==> src/gat_aggr_defines.svh <==
// GAT aggregation parameters
`ifndef GAT_AGGR_DEFINES_SVH
`define GAT_AGGR_DEFINES_SVH

// ======================================================================
// Array shape
// ======================================================================
`define GAT_NUM_FEATURE_OUT 4
`define GAT_MAX_NODES 8

// ======================================================================
// Data widths
// ======================================================================
// Signed integer Wh element
`define GAT_WH_WIDTH 12
// Unsigned coefficient, 15 fractional bits
`define GAT_ALPHA_WIDTH 16
`define GAT_FEAT_WIDTH 32
// One extra bit for the sign of the running sum
`define GAT_ACC_WIDTH (`GAT_FEAT_WIDTH + 1)

// Depths
`define GAT_WH_DEPTH 64
`define GAT_FEAT_DEPTH 64
`define GAT_ALPHA_FIFO_DEPTH 16

`endif

==> src/gat_aggr_pkg.sv <==
// GAT aggregation types
`include "gat_aggr_defines.svh"

package gat_aggr_pkg;

  // Scalar values
  typedef logic signed [`GAT_WH_WIDTH-1:0] wh_val_t;
  typedef logic [`GAT_ALPHA_WIDTH-1:0] alpha_t;
  typedef logic [$clog2(`GAT_MAX_NODES + 1)-1:0] node_cnt_t;
  typedef logic [$clog2(`GAT_WH_DEPTH)-1:0] wh_addr_t;
  typedef logic [$clog2(`GAT_FEAT_DEPTH)-1:0] feat_addr_t;
  typedef logic [`GAT_FEAT_WIDTH-1:0] feat_val_t;
  typedef logic signed [`GAT_ACC_WIDTH-1:0] acc_t;

  // One Wh memory word, src_flag marks the first neighbor
  typedef struct packed {
    wh_val_t [`GAT_NUM_FEATURE_OUT-1:0] wh;
    node_cnt_t                          num_node;
    logic                               src_flag;
  } wh_entry_t;

  typedef struct packed {
    logic valid;
    logic first;
    logic last;
  } lane_ctrl_t;

  typedef struct packed {
    logic      valid;
    feat_val_t value;
  } lane_result_t;

  typedef enum logic {
    IDLE,
    RUN
  } fetch_state_t;

endpackage

==> src/feature_writer.sv <==
// Feature vector writer
`timescale 1ns/1ns
`include "gat_aggr_defines.svh"

module feature_writer (
  input  logic                                             clk,
  input  logic                                             rst_n,
  input  logic                                             vec_valid,
  input  gat_aggr_pkg::feat_val_t [`GAT_NUM_FEATURE_OUT-1:0] vec_values,
  input  gat_aggr_pkg::feat_addr_t                         num_subgraphs,
  output logic                                             stall,
  output logic                                             feat_wr_en,
  output gat_aggr_pkg::feat_addr_t                         feat_wr_addr,
  output gat_aggr_pkg::feat_val_t                          feat_wr_data,
  output logic                                             aggr_done
);

  localparam int NF    = `GAT_NUM_FEATURE_OUT;
  localparam int IDX_W = $clog2(NF);
  localparam logic [IDX_W-1:0] LAST_IDX = IDX_W'(NF - 1);

  gat_aggr_pkg::feat_val_t [NF-1:0] q_mem [2];
  gat_aggr_pkg::feat_val_t [NF-1:0] cur_vec;
  logic                             q_wr_ptr;
  logic                             q_rd_ptr;
  logic [1:0]                       q_cnt;
  logic                             busy;
  logic [IDX_W-1:0]                 word_idx;
  gat_aggr_pkg::feat_addr_t         addr_q;
  gat_aggr_pkg::feat_addr_t         sub_cnt;
  logic                             done_q;
  logic                             word_last;
  logic                             ser_free;
  logic                             q_pop;
  logic                             q_push;
  logic                             direct_load;

  // ====================================================================
  // Queue and serializer control
  // ====================================================================
  assign word_last   = busy && (word_idx == LAST_IDX);
  assign ser_free    = !busy || word_last;
  assign q_pop       = ser_free && (q_cnt != 2'd0);
  // Empty queue hands the vector straight to the serializer
  assign direct_load = ser_free && (q_cnt == 2'd0) && vec_valid;
  assign q_push      = vec_valid && !direct_load;

  // Arriving vector counts as held
  assign stall = vec_valid || busy || (q_cnt != 2'd0);

  always_ff @(posedge clk or negedge rst_n) begin
    if (!rst_n) begin
      q_wr_ptr <= 1'b0;
      q_rd_ptr <= 1'b0;
      q_cnt    <= 2'd0;
      busy     <= 1'b0;
      word_idx <= '0;
      addr_q   <= '0;
      sub_cnt  <= '0;
      done_q   <= 1'b0;
    end else begin
      if (q_push) q_wr_ptr <= !q_wr_ptr;
      if (q_pop) q_rd_ptr <= !q_rd_ptr;
      q_cnt <= q_cnt + 2'(q_push) - 2'(q_pop);

      if (q_pop || direct_load) begin
        busy     <= 1'b1;
        word_idx <= '0;
      end else if (word_last) begin
        busy <= 1'b0;
      end else if (busy) begin
        word_idx <= word_idx + 1'b1;
      end

      if (busy) addr_q <= addr_q + 1'b1;
      if (word_last) begin
        sub_cnt <= sub_cnt + 1'b1;
        if (gat_aggr_pkg::feat_addr_t'(sub_cnt + 1'b1) == num_subgraphs) done_q <= 1'b1;
      end
    end
  end

  always_ff @(posedge clk) begin
    if (q_push) q_mem[q_wr_ptr] <= vec_values;
    if (q_pop) begin
      cur_vec <= q_mem[q_rd_ptr];
    end else if (direct_load) begin
      cur_vec <= vec_values;
    end
  end

  assign feat_wr_en   = busy;
  assign feat_wr_addr = addr_q;
  assign feat_wr_data = cur_vec[word_idx];
  assign aggr_done    = done_q;

  a_queue_no_overflow : assert property (@(posedge clk) disable iff (!rst_n)
    q_push |-> q_cnt < 2'd2);

endmodule

==> config.mk <==
export PLATFORM = sky130hd
export DESIGN_NAME = feature_writer
export DESIGN_NICKNAME = d
export VERILOG_FILES = /design/src/gat_aggr_pkg.sv /design/src/feature_writer.sv
export VERILOG_INCLUDE_DIRS = /design/src /design/src/src
export SDC_FILE = /design/constraint.sdc
export NUM_CORES = 1
export LEC_CHECK = 0
export BUFFER_PORTS_ARGS = -buffer_cell sky130_fd_sc_hd__buf_2
export CAP_MARGIN = 30
export CORE_ASPECT_RATIO = 0.8
export CORE_MARGIN = 2
export CORE_UTILIZATION = 55
export CTS_BUF_LIST = sky130_fd_sc_hd__clkbuf_16
export DETAILED_ROUTE_END_ITERATION = 10
export GPL_TIMING_DRIVEN = 0
export PLACE_DENSITY_LB_ADDON = 0.08
export SLEW_MARGIN = 10
export SYNTH_ARGS = -nofsm -noshare
export SYNTH_HDL_FRONTEND = slang
export SYNTH_SLANG_ARGS = --single-unit
==> constraint.sdc <==
create_clock -name clk -period 8.6 [get_ports clk]
set_input_delay 0.86 -clock clk [delete_from_list [all_inputs] [get_ports clk]]
set_output_delay 0.86 -clock clk [all_outputs]
set_load 0.02 [all_outputs]
# Yosys cells after proc, flatten, opt, wreduce, memory -nomap -nowiden
# Memories as Yosys holds them, arrays and structs flattened.
# Index checks and enable logic that the tools add are counted.
# classes
reduce_logical,20
add_sub_neg,5
n_mux,11
n_lt_le_gt_ge,1
eq_ne,3
# op_table
op,n
$mux W128,2
$bmux W32 S2,1
$mux W32,1
$add A6 B1 Y6 const B,2
$reduce_bool A2 Y1,4
$eq A6 B6 Y1,1
$mux W2,3
$logic_and A1 B1 Y1,5
$logic_not A1 Y1,4
$logic_or A1 B1 Y1,4
$mux W1,4
$reduce_and A2 Y1,2
$lt A2 B3 Y1 const B,1
$add A2 B1 Y2,1
$add A2 B1 Y2 const B,1
$eq A2 B2 Y1 const B,1
$logic_not A2 Y1,1
$ne A2 B1 Y1 const B,1
$sub A2 B1 Y2,1
# word_totals
mem_count,1
register_bits,148
in_bits,137
ramBits,256
# memory_table
name,depth,width,rd,rd_ports_with_merged_regs,wr,line_no,source
q_mem,2,128,1,0,1,feature_writer.sv:22,gat_aggr_pkg::feat_val_t [NF-1:0] q_mem [2];

# Longest topological paths before layout
# Gate-level depths: netlist of the first run.
# logic_depth
ltp_word,9
ltp_mapped,10
mapped_depth_nobuf,9

# Worst setup path after synthesis of the first run
# OpenSTA, ideal clock, no wires.
# synth_timing
path_kind,register -> register
from,reg word_idx[0]
to,mem q_mem[0][0] (netlist bit) (enable)
arrival_ns,6.276
synth_period_minus_slack_ns,6.892
path_stages_with_launch,6
setup_ns,0.617
slack_ns,1.708
required_time_ns,7.983
path_cell_list,dfrtp_1 ha_1 nand2b_1 nand2_1 nand2_1 nor2_1
# synth_between
elab_chain_cells,9
# synth_lines
item,line_no,source
from (decl),feature_writer.sv:28,logic [IDX_W-1:0] word_idx;
from (signal assigned),feature_writer.sv:72,word_idx <= word_idx + 1'b1;
$eq A2 B2 Y1,feature_writer.sv:41,assign word_last = busy && (word_idx == LAST_IDX);
$logic_and A1 B1 Y1,feature_writer.sv:41,
$logic_or A1 B1 Y1,feature_writer.sv:42,assign ser_free = !busy || word_last;
$logic_and A1 B1 Y1 (2 in a row),feature_writer.sv:45,assign direct_load = ser_free && (q_cnt == 2'd0) && vec_valid;
$logic_not A1 Y1,feature_writer.sv:46,assign q_push = vec_valid && !direct_load;
$logic_and A1 B1 Y1,feature_writer.sv:46,
$mux W1,feature_writer.sv:84,if (q_push) q_mem[q_wr_ptr] <= vec_values;
$mux W1 (implied by the code),feature_writer.sv:84,
to (decl),feature_writer.sv:22,
# No other way between the ends.

# Worst setup path in the final report of the first run
# layout_timing
from,reg word_idx[1]
to,out feat_wr_data[20]
# layout_between
elab_chain_cells,2
# layout_lines
item,line_no,source
$bmux W32 S2,feature_writer.sv:94,assign feat_wr_data = cur_vec[word_idx];
$mux W32 (implied by the code),feature_writer.sv:94,
to (decl),feature_writer.sv:14,"output gat_aggr_pkg::feat_val_t feat_wr_data,"
# No other way between the ends. The select of a mux whose other input is x is not followed.

==> run_results.csv, run 1 <==
group,metric,value,unit
place,dp_cells,1502,
logic_synthesis,synthTopCellsByArea,"edfxtp_1, mux2i_1, mux4_2",
power,internal_power,4.62,mW
logic_synthesis,avgSynthCellArea,16.9,sq um
logic_synthesis,netlist.top_cell.by_area,"edfxtp_1",
final_layout,final_common_cell,"edfxtp_1",
power,p_switching,2.34,mW
timing,hold_viol_final,0,
setup_path,startpoint_type,"register",
final_layout,drive_gt1_share,26.9,%
floorplanning,core-area,0.0284,sq mm
timing,worst_pin_slew,963,ps
logic_synthesis,synth_cell_type_count,29,
timing,setup_viol,0,
timing,maxSlewViolCount,0,
clock_tree,ctsHoldBuffers,0,
place,place_congestion,0.746,
final_layout,final_area,0.0187,sq mm
setup_path,arrival,2620,ps
logic_synthesis,yosys_warnings,0,
global_routing,grt_max_degree,52,
global_routing,grt_pass1_vias,8781,
setup_path,criticalPathCategory,"register to output pin",
route,drtAntennaViolNets,0,
route,drc,0,
clock_tree,clk_latency,530,ps
run_status,outcome,"finished, final reports clean",
place,dp_slack,5720,ps
logic_synthesis,synth-seq-area-share,75.7,%
logic_synthesis,syn_nets,1085,
clock_tree,htreeDepth,2,
setup_path,worstPathRequired,7740,ps
global_routing,grt_use_total,23.5,%
power,power,6.97,mW
logic_synthesis,synthDominantCellAreaShare,72.5,%
final_layout,syn2layout_area_growth,17.9,%
final_layout,final_util,66.1,%
timing,fin_skew,16.1,ps
logic_synthesis,netlist_instances,943,
floorplanning,fp.dieW,194,microns
power,peakVddDrop,0.321,mV
logic_synthesis,synth_edf_count,384,
floorplanning,rows,55,
clock_tree,cts_tree,"built",
floorplanning,die_area,0.0303,sq mm
timing,min_period,3480,ps
route,first_iter_violations,741,
timing,grt_setup_unrepaired,"no",
clock_tree,clk_pin_slew,60,ps
clock_tree,cts_resized,0,
timing,fmaxAchievable,287,MHz
timing,slew_headroom,35.8,%
logic_synthesis,mappedNetlistArea,0.0159,sq mm
route,vias,8831,
hold_path,hp-class,"primary input to asynchronous set/reset pin",
global_routing,antenna_found_initial,2,
place,port_buffers,177,
place,place_hpwl,22700,microns
power,p_leak,7.03,nW
logic_synthesis,ys_seq_elements,404,
clock_tree,clock-root-buffer,"clkbuf_16",
clock_tree,cts_setup_buffers,0,
timing,period_share,40.5,%
floorplanning,io_pins,178,
flow_run,drv_cap,0,
global_routing,overflow,0,
clock_tree,cts_buffers,40,
floorplanning,start_util,56.1,%
power,power_frac_comb,33.5,%
power,clkPwrFrac,23.0,%
place,placed_area,0.0175,sq mm
floorplanning,die_y,156,microns
global_routing,grt_pass1_wl,52900,microns
final_layout,most-common-layout-cells,"edfxtp_1, buf_2, nor2_1, mux2i_1, a21oi_1",
route,avgRoutedWirePerCell,22.3,microns
clock_tree,cts_buffer_depth,3,
timing,fin_ws,5120,ps
logic_synthesis,synth_ff_type,"edfxtp_1",
power,power_density,372,mW/mm^2
setup_path,crit_path_end_kind,"output pin",
setup_path,worst-path-max-fanout,10,
final_layout,nets,1316,
final_layout,final_cells,1574,
power,switching_share,33.6,%
power,power_frac_seq,43.5,%
route,drt_first_pass_iters,5,
logic_synthesis,async_flop_share,4.95,%
clock_tree,cts_sinks,404,
route,via_per_inst,5.61,
route,wirelength,35100,microns
[state kept, by name, summed over array words and instances, names as in the netlist, 2 cells and up]
register	flops
feat_wr_addr	6
q_mem	256
cur_vec	128
sub_cnt	6
word_idx	2
q_cnt	2
[cells in the mapped netlist, types with 2 or more instances]
master	count
a21oi_1	128
buf_2	41
clkbuf_1	10
dfrtp_1	20
edfxtp_1	384
ha_1	5
inv_1	3
mux2_2	2
mux2i_1	128
mux4_2	32
nand2_1	9
nand2b_1	3
nand3_1	5
nand4_1	2
nor2_1	135
nor3_1	3
xnor2_1	11
xor2_1	11
[final cells by class]
type	instances	area (sq um)
diodes	1	2.50
fillers	2090	9610
well taps	370	463
plain buffers	52	250
clock inverters	30	169
repair buffers	189	1160
multi-input cells	484	3620
flip-flops and latches	404	12000
clock buffers	41	1030
inverters	3	11.3
[cells by family (layout without fill, tap and decap cells)]
logic type	count (synthesis)	in the layout	share of synthesized area [%]
compound gates	131	131	4.16
xor+xnor	22	22	1.21
fa+ha+maj	5	5	0.394
buf+inv	55	315	1.65
flops	404	404	75.7
mux	162	162	12.7
other cells	0	1	0
simple gates	164	164	4.17
[worst max-delay path, cell delays in order, from the launching register on]
cell and delay (ps):
dfrtp_1 350, clkbuf_1 340, clkbuf_1 730, mux4_2 470, buf_2 190
[worst paths after layout]
kind	start	endpoint	slack [ps]	depth (start not counted)
max reg2reg	word_idx[0]$_DFFE_PN0P_	q_mem[0][55]$_DFFE_PP_	5830	9
min reg2reg	feat_wr_addr[5]$_DFFE_PN0P_	feat_wr_addr[5]$_DFFE_PN0P_	460	1
max in group asynchronous	rst_n	sub_cnt[3]$_DFFE_PN0P_	7980	1
max	word_idx[1]$_DFFE_PN0P_	feat_wr_data[20]	5120	4
min	rst_n	feat_wr_addr[1]$_DFFE_PN0P_	290	1
min in group clk	feat_wr_addr[5]$_DFFE_PN0P_	feat_wr_addr[5]$_DFFE_PN0P_	460	1
[power by group through the flow]
stage	logic, mW	registers [mW]	clock network (mW)
2_1_floorplan	1.49	3.13	0
3_3_place_gp	2.19	3.22	0
3_5_place_dp	2.35	3.07	0
4_1_cts	2.36	3.03	1.63
5_1_grt	2.53	3.07	1.71
6_report	2.33	3.03	1.60
[stage by stage]
| stage | hold slack, ps | setup TNS, ps |
|---|---|---|
| 2_1_floorplan | 461 | 0 |
| 3_3_place_gp | 450 | -435080 |
| 3_5_place_dp | 453 | 0 |
| 4_1_cts | 287 | 0 |
| 5_1_grt | 322 | 0 |
| 6_report | 291 | 0 |
[metal layers]
metal / vias up / wire [microns] / track usage [%] / share of wire [%]
li1: 4075 / - / - / -
met1: 4411 / 16200 / 34.9 / 46
met2: 299 / 16200 / 36.7 / 46
met3: 42 / 2180 / 4.47 / 6.2
met4: 4 / 497 / 5.41 / 1.4
met5: - / 30 / 0 / 0.085
(Power assumes the default switching activity.)
==> run 2: changes to the inputs <==
CORE_UTILIZATION = 53   (was 55)
clock period = 3.2 ns   (was 8.6 ns; I/O delays follow)
==> run_results.csv, run 2 (same netlist as run 1, synthesis figures left out) <==
group,metric,value,unit
setup_path,critPathMostFrequentCell,"clkbuf_1",
floorplanning,io_pins,178,
hold_path,hp-class,"primary input to register",
timing,slew_headroom,33.9,%
clock_tree,cts_buffers,40,
clock_tree,htreeDepth,2,
final_layout,drive_gt1_share,24.9,%
timing,period_share,89.9,%
final_layout,syn2layout_area_growth,23.1,%
route,vias,9040,
clock_tree,cts_setup_buffers,0,
run_status,outcome,"finished, final reports clean",
clock_tree,cts_resized,0,
timing,fin_ws,323,ps
final_layout,multi_input_area,0.00364,sq mm
timing,setup_viol,0,
floorplanning,start_util,54.0,%
final_layout,nets,1404,
timing,maxSlewViolCount,0,
clock_tree,cts_sinks,404,
final_layout,final_util,66.5,%
place,place_hpwl,22500,microns
setup_path,slowest_stage,"clkbuf_1",
power,p_leak,7.37,nW
route,first_iter_violations,728,
timing,worst_pin_slew,991,ps
final_layout,top_regs,"q_mem: 256 flops, cur_vec: 128 flops",
global_routing,grt_use_total,22.7,%
floorplanning,die_area,0.0314,sq mm
global_routing,antenna_found_initial,2,
setup_path,rrSetupSlack,540,ps
timing,fin_skew,13.5,ps
setup_path,criticalPathCategory,"register to output pin",
setup_path,worst-path-max-fanout,10,
floorplanning,die_y,159,microns
final_layout,largest_register,"q_mem",
route,avgRoutedWirePerCell,21.1,microns
final_layout,most-common-layout-cells,"edfxtp_1, buf_2, nor2_1, mux2i_1, a21oi_1",
final_layout,fillers,2097,
setup_path,cpPeakStageDelay,720,ps
place,place_congestion,0.735,
place,port_buffers,177,
setup_path,startpoint_type,"register",
place,placed_area,0.0175,sq mm
timing,hold_viol_final,0,
floorplanning,core-area,0.0294,sq mm
final_layout,final_common_cell,"edfxtp_1",
clock_tree,cts_buffer_depth,3,
flow_run,drv_cap,0,
timing,fmaxAchievable,348,MHz
clock_tree,cts_tree,"built",
power,peakVddDrop,0.500,mV
global_routing,grt_pass1_wl,53600,microns
clock_tree,clock-root-buffer,"clkbuf_16",
clock_tree,clk_pin_slew,60,ps
floorplanning,fp.dieW,198,microns
setup_path,arrival,2560,ps
final_layout,seqCellArea,0.0120,sq mm
floorplanning,rows,56,
route,drt_first_pass_iters,7,
final_layout,final_area,0.0196,sq mm
timing,min_period,2880,ps
route,drc,0,
timing,grt_setup_unrepaired,"no",
place,dp_slack,572,ps
route,wirelength,35200,microns
setup_path,crit_chain,"clkbuf_1 > clkbuf_1 > mux4_2 > buf_2",
setup_path,crit_path_end_kind,"output pin",
global_routing,grt_pass1_vias,9129,
clock_tree,clk_latency,520,ps
global_routing,overflow,0,
hold_path,holdPathStages,1,
route,via_per_inst,5.42,
power,power_density,951,mW/mm^2
final_layout,largest_register_ffs,256,
route,drtAntennaViolNets,0,
setup_path,worstPathRequired,2880,ps
global_routing,grt_max_degree,54,
setup_path,r2r_cells,10,
clock_tree,ctsHoldBuffers,89,
==> run 2: changes by cell type in the layout (fill, tap and decap cells not counted), moves of 2 or more <==
cell / previous run / this run
dlygate4sd3_1: 0 / 89
clkinv_1: 10 / 13
buf_16: 5 / 3
clkinv_2: 8 / 6
clkinvlp_4: 2 / 0
==> run 2: final timing paths <==
check                                            start                          end
setup reg to reg                feat_wr_en$_DFFE_PN0P_           q_cnt[1]$_DFF_PN0_
min in group asynchronous                        rst_n  feat_wr_addr[5]$_DFFE_PN0P_
max in group asynchronous                        rst_n       sub_cnt[3]$_DFFE_PN0P_
setup / recovery               word_idx[1]$_DFFE_PN0P_             feat_wr_data[18]
hold reg to reg            feat_wr_addr[5]$_DFFE_PN0P_  feat_wr_addr[5]$_DFFE_PN0P_
hold / removal                          vec_values[75]       q_mem[0][75]$_DFFE_PP_
==> run 2: metal layers <==
metal | track usage (%) | share of wire (%) | vias to the layer above
li1 | - | - | 4246
met1 | 34.5 | 45 | 4450
met2 | 35.0 | 46 | 297
met3 | 3.76 | 7.4 | 47
met4 | 5.02 | 1.7 | 0
met5 | 0 | 0 | -
==> run 2: layout make-up <==
cell class                      count  share of cell area (%)
Antenna cell                        2                  0.0256
Buffer                             52                    1.28
Clock buffer                       41                    5.24
Clock inverter                     29                   0.620
Inverter                            3                  0.0575
Multi-Input combinational cell    484                    18.6
Sequential cell                   404                    61.5
Tap cell                          377                    2.41
Timing Repair Buffer              277                    10.3
==> run 2: critical path, delay by kind of cell, from the launching register on <==
kind     cells  cell delay, ps
mux          1             470
flops        1             350
buf+inv      3            1220
==> run 2: power breakdown <==
group | leakage (nW) | switching, mW | internal, mW
Combinational | 2.96 | 3.93 | 2.36
Sequential | 3.81 | 0.436 | 7.71
Clock | 0.602 | 1.87 | 2.31
Total | 7.37 | 6.24 | 12.4
==> run 2: metrics by stage <==
stage	TNS, ps	power [mW]	hold WS (ps)	cells
floorplan	0	12.2	24.4	943
global placement	-379580	14.3	311	1497
detailed placement	0	14.5	314	1508
CTS	0	18.8	0.0573	1667
global route	0	19.6	2.65	1668
finish	0	18.6	15.5	1669
==> run 3: changes to the inputs <==
MAX_ROUTING_LAYER = met4   (was unset)
==> run_results.csv, run 3 (same netlist as run 1, synthesis figures left out) <==
group,metric,value,unit
setup_path,startpoint_type,"register",
floorplanning,fp.dieW,198,microns
place,place_congestion,0.744,
timing,worst_pin_slew,998,ps
floorplanning,die_y,159,microns
clock_tree,cts_setup_buffers,0,
route,drtAntennaViolNets,0,
route,first_iter_violations,751,
final_layout,multi_input_area,0.00364,sq mm
route,vias,9025,
global_routing,antenna_found_initial,2,
setup_path,criticalPathCategory,"register to output pin",
global_routing,overflow,0,
timing,period_share,89.8,%
final_layout,most-common-layout-cells,"edfxtp_1, buf_2, nor2_1, mux2i_1, a21oi_1",
final_layout,final_util,66.5,%
run_status,outcome,"finished, final reports clean",
floorplanning,rows,56,
setup_path,arrival,2550,ps
global_routing,grt_max_degree,54,
final_layout,drive_gt1_share,24.9,%
power,peakVddDrop,0.499,mV
flow_run,drv_cap,0,
timing,fin_tns_setup,0,ps
global_routing,grt_use_total,23.4,%
timing,fin_skew,12.7,ps
setup_path,slowest_stage,"clkbuf_1",
route,wirelength,35200,microns
power,p_leak,7.37,nW
timing,min_period,2870,ps
clock_tree,clk_latency,520,ps
clock_tree,cts_buffer_depth,3,
route,drc,0,
power,power_density,951,mW/mm^2
setup_path,worstPathRequired,2880,ps
setup_path,crit_chain,"clkbuf_1 > clkbuf_1 > mux4_2 > buf_2",
setup_path,crit_path_end_kind,"output pin",
final_layout,nets,1404,
final_layout,top_regs,"q_mem: 256 flops, cur_vec: 128 flops",
route,drt_first_pass_iters,5,
timing,fmaxAchievable,348,MHz
floorplanning,start_util,54.0,%
final_layout,seqCellArea,0.0120,sq mm
timing,maxSlewViolCount,0,
setup_path,worst-path-max-fanout,10,
place,port_buffers,177,
place,dp_slack,572,ps
setup_path,cpPeakStageDelay,720,ps
timing,grt_setup_unrepaired,"no",
clock_tree,cts_sinks,404,
route,via_per_inst,5.41,
final_layout,syn2layout_area_growth,23.1,%
power,power,18.6,mW
final_layout,largest_register,"q_mem",
clock_tree,htreeDepth,2,
floorplanning,io_pins,178,
setup_path,critPathMostFrequentCell,"clkbuf_1",
final_layout,largest_register_ffs,256,
timing,setup_viol,0,
timing,slew_headroom,33.5,%
route,avgRoutedWirePerCell,21.1,microns
global_routing,grt_pass1_vias,9107,
clock_tree,clock-root-buffer,"clkbuf_16",
final_layout,fillers,2098,
timing,hold_viol_final,0,
global_routing,grt_pass1_wl,53700,microns
hold_path,hp-class,"primary input to register",
clock_tree,clk_pin_slew,60,ps
place,place_hpwl,22500,microns
clock_tree,cts_buffers,40,
clock_tree,cts_tree,"built",
floorplanning,die_area,0.0314,sq mm
timing,fin_ws,327,ps
final_layout,final_common_cell,"edfxtp_1",
floorplanning,core-area,0.0294,sq mm
-- run 3: cell counts in the layout (fill, tap and decap cells not counted) --
No cell type changed its count.
-- run 3: cell type report --
class | instances | share of cell area, %
flip-flops and latches | 404 | 61.5
multi-input cells | 484 | 18.6
repair buffers | 277 | 10.3
clock buffers | 41 | 5.24
well taps | 377 | 2.41
plain buffers | 52 | 1.28
clock inverters | 29 | 0.620
inverters | 3 | 0.0575
diodes | 2 | 0.0256
-- run 3: metal layers --
metal,up-vias,share of wire [%],track usage [%],routed length (microns)
li1,4251,-,-,-
met1,4413,45,34.5,15900
met2,309,46,35.1,16400
met3,52,6.6,3.70,2340
met4,0,1.7,4.99,614
met5,-,0,-,0
-- run 3: metrics by stage --
| stage | hold WS, ps | cell area (sq um) | instances |
|---|---|---|---|
| final | 12.8 | 19600 | 1669 |
| after global routing | 2.65 | 19600 | 1669 |
| after CTS | 0.0573 | 19600 | 1667 |
| after detailed placement | 314 | 17500 | 1508 |
| after global placement | 311 | 17300 | 1497 |
| after floorplan | 24.4 | 15900 | 943 |
-- run 3: worst max-delay path, delay by kind of cell, from the launching register on --
kind	cells	cell delay, ps
buffers and inverters	3	1230
multiplexers	1	460
flip-flops	1	350
-- run 3: path summary, 6_finish.rpt --
check                                       startpoint                           to  slack (ps)  depth (start not counted)
min reg2reg                feat_wr_addr[5]$_DFFE_PN0P_  feat_wr_addr[5]$_DFFE_PN0P_         470                          1
min                                     vec_values[42]       q_mem[0][42]$_DFFE_PP_          10                          1
min in group asynchronous                        rst_n  feat_wr_addr[5]$_DFFE_PN0P_         300                          2
max reg2reg                     feat_wr_en$_DFFE_PN0P_           q_cnt[1]$_DFF_PN0_         570                         10
max in group asynchronous                        rst_n       sub_cnt[3]$_DFFE_PN0P_        2570                          2
max                            word_idx[1]$_DFFE_PN0P_             feat_wr_data[20]         330                          4
-- run 3: where the power goes --
part	internal [mW]	leakage [nW]	switching, mW
sequential	7.71	3.81	0.437
combinational	2.36	2.96	3.93
clock	2.31	0.602	1.88
total	12.4	7.37	6.24
-- run 3: repair_timing --
item	4_1_cts	5_1_grt
gates resized for setup	0	0
setup endpoints to repair	0	0
endpoints found under the hold margin	193	0
hold buffers	89	0
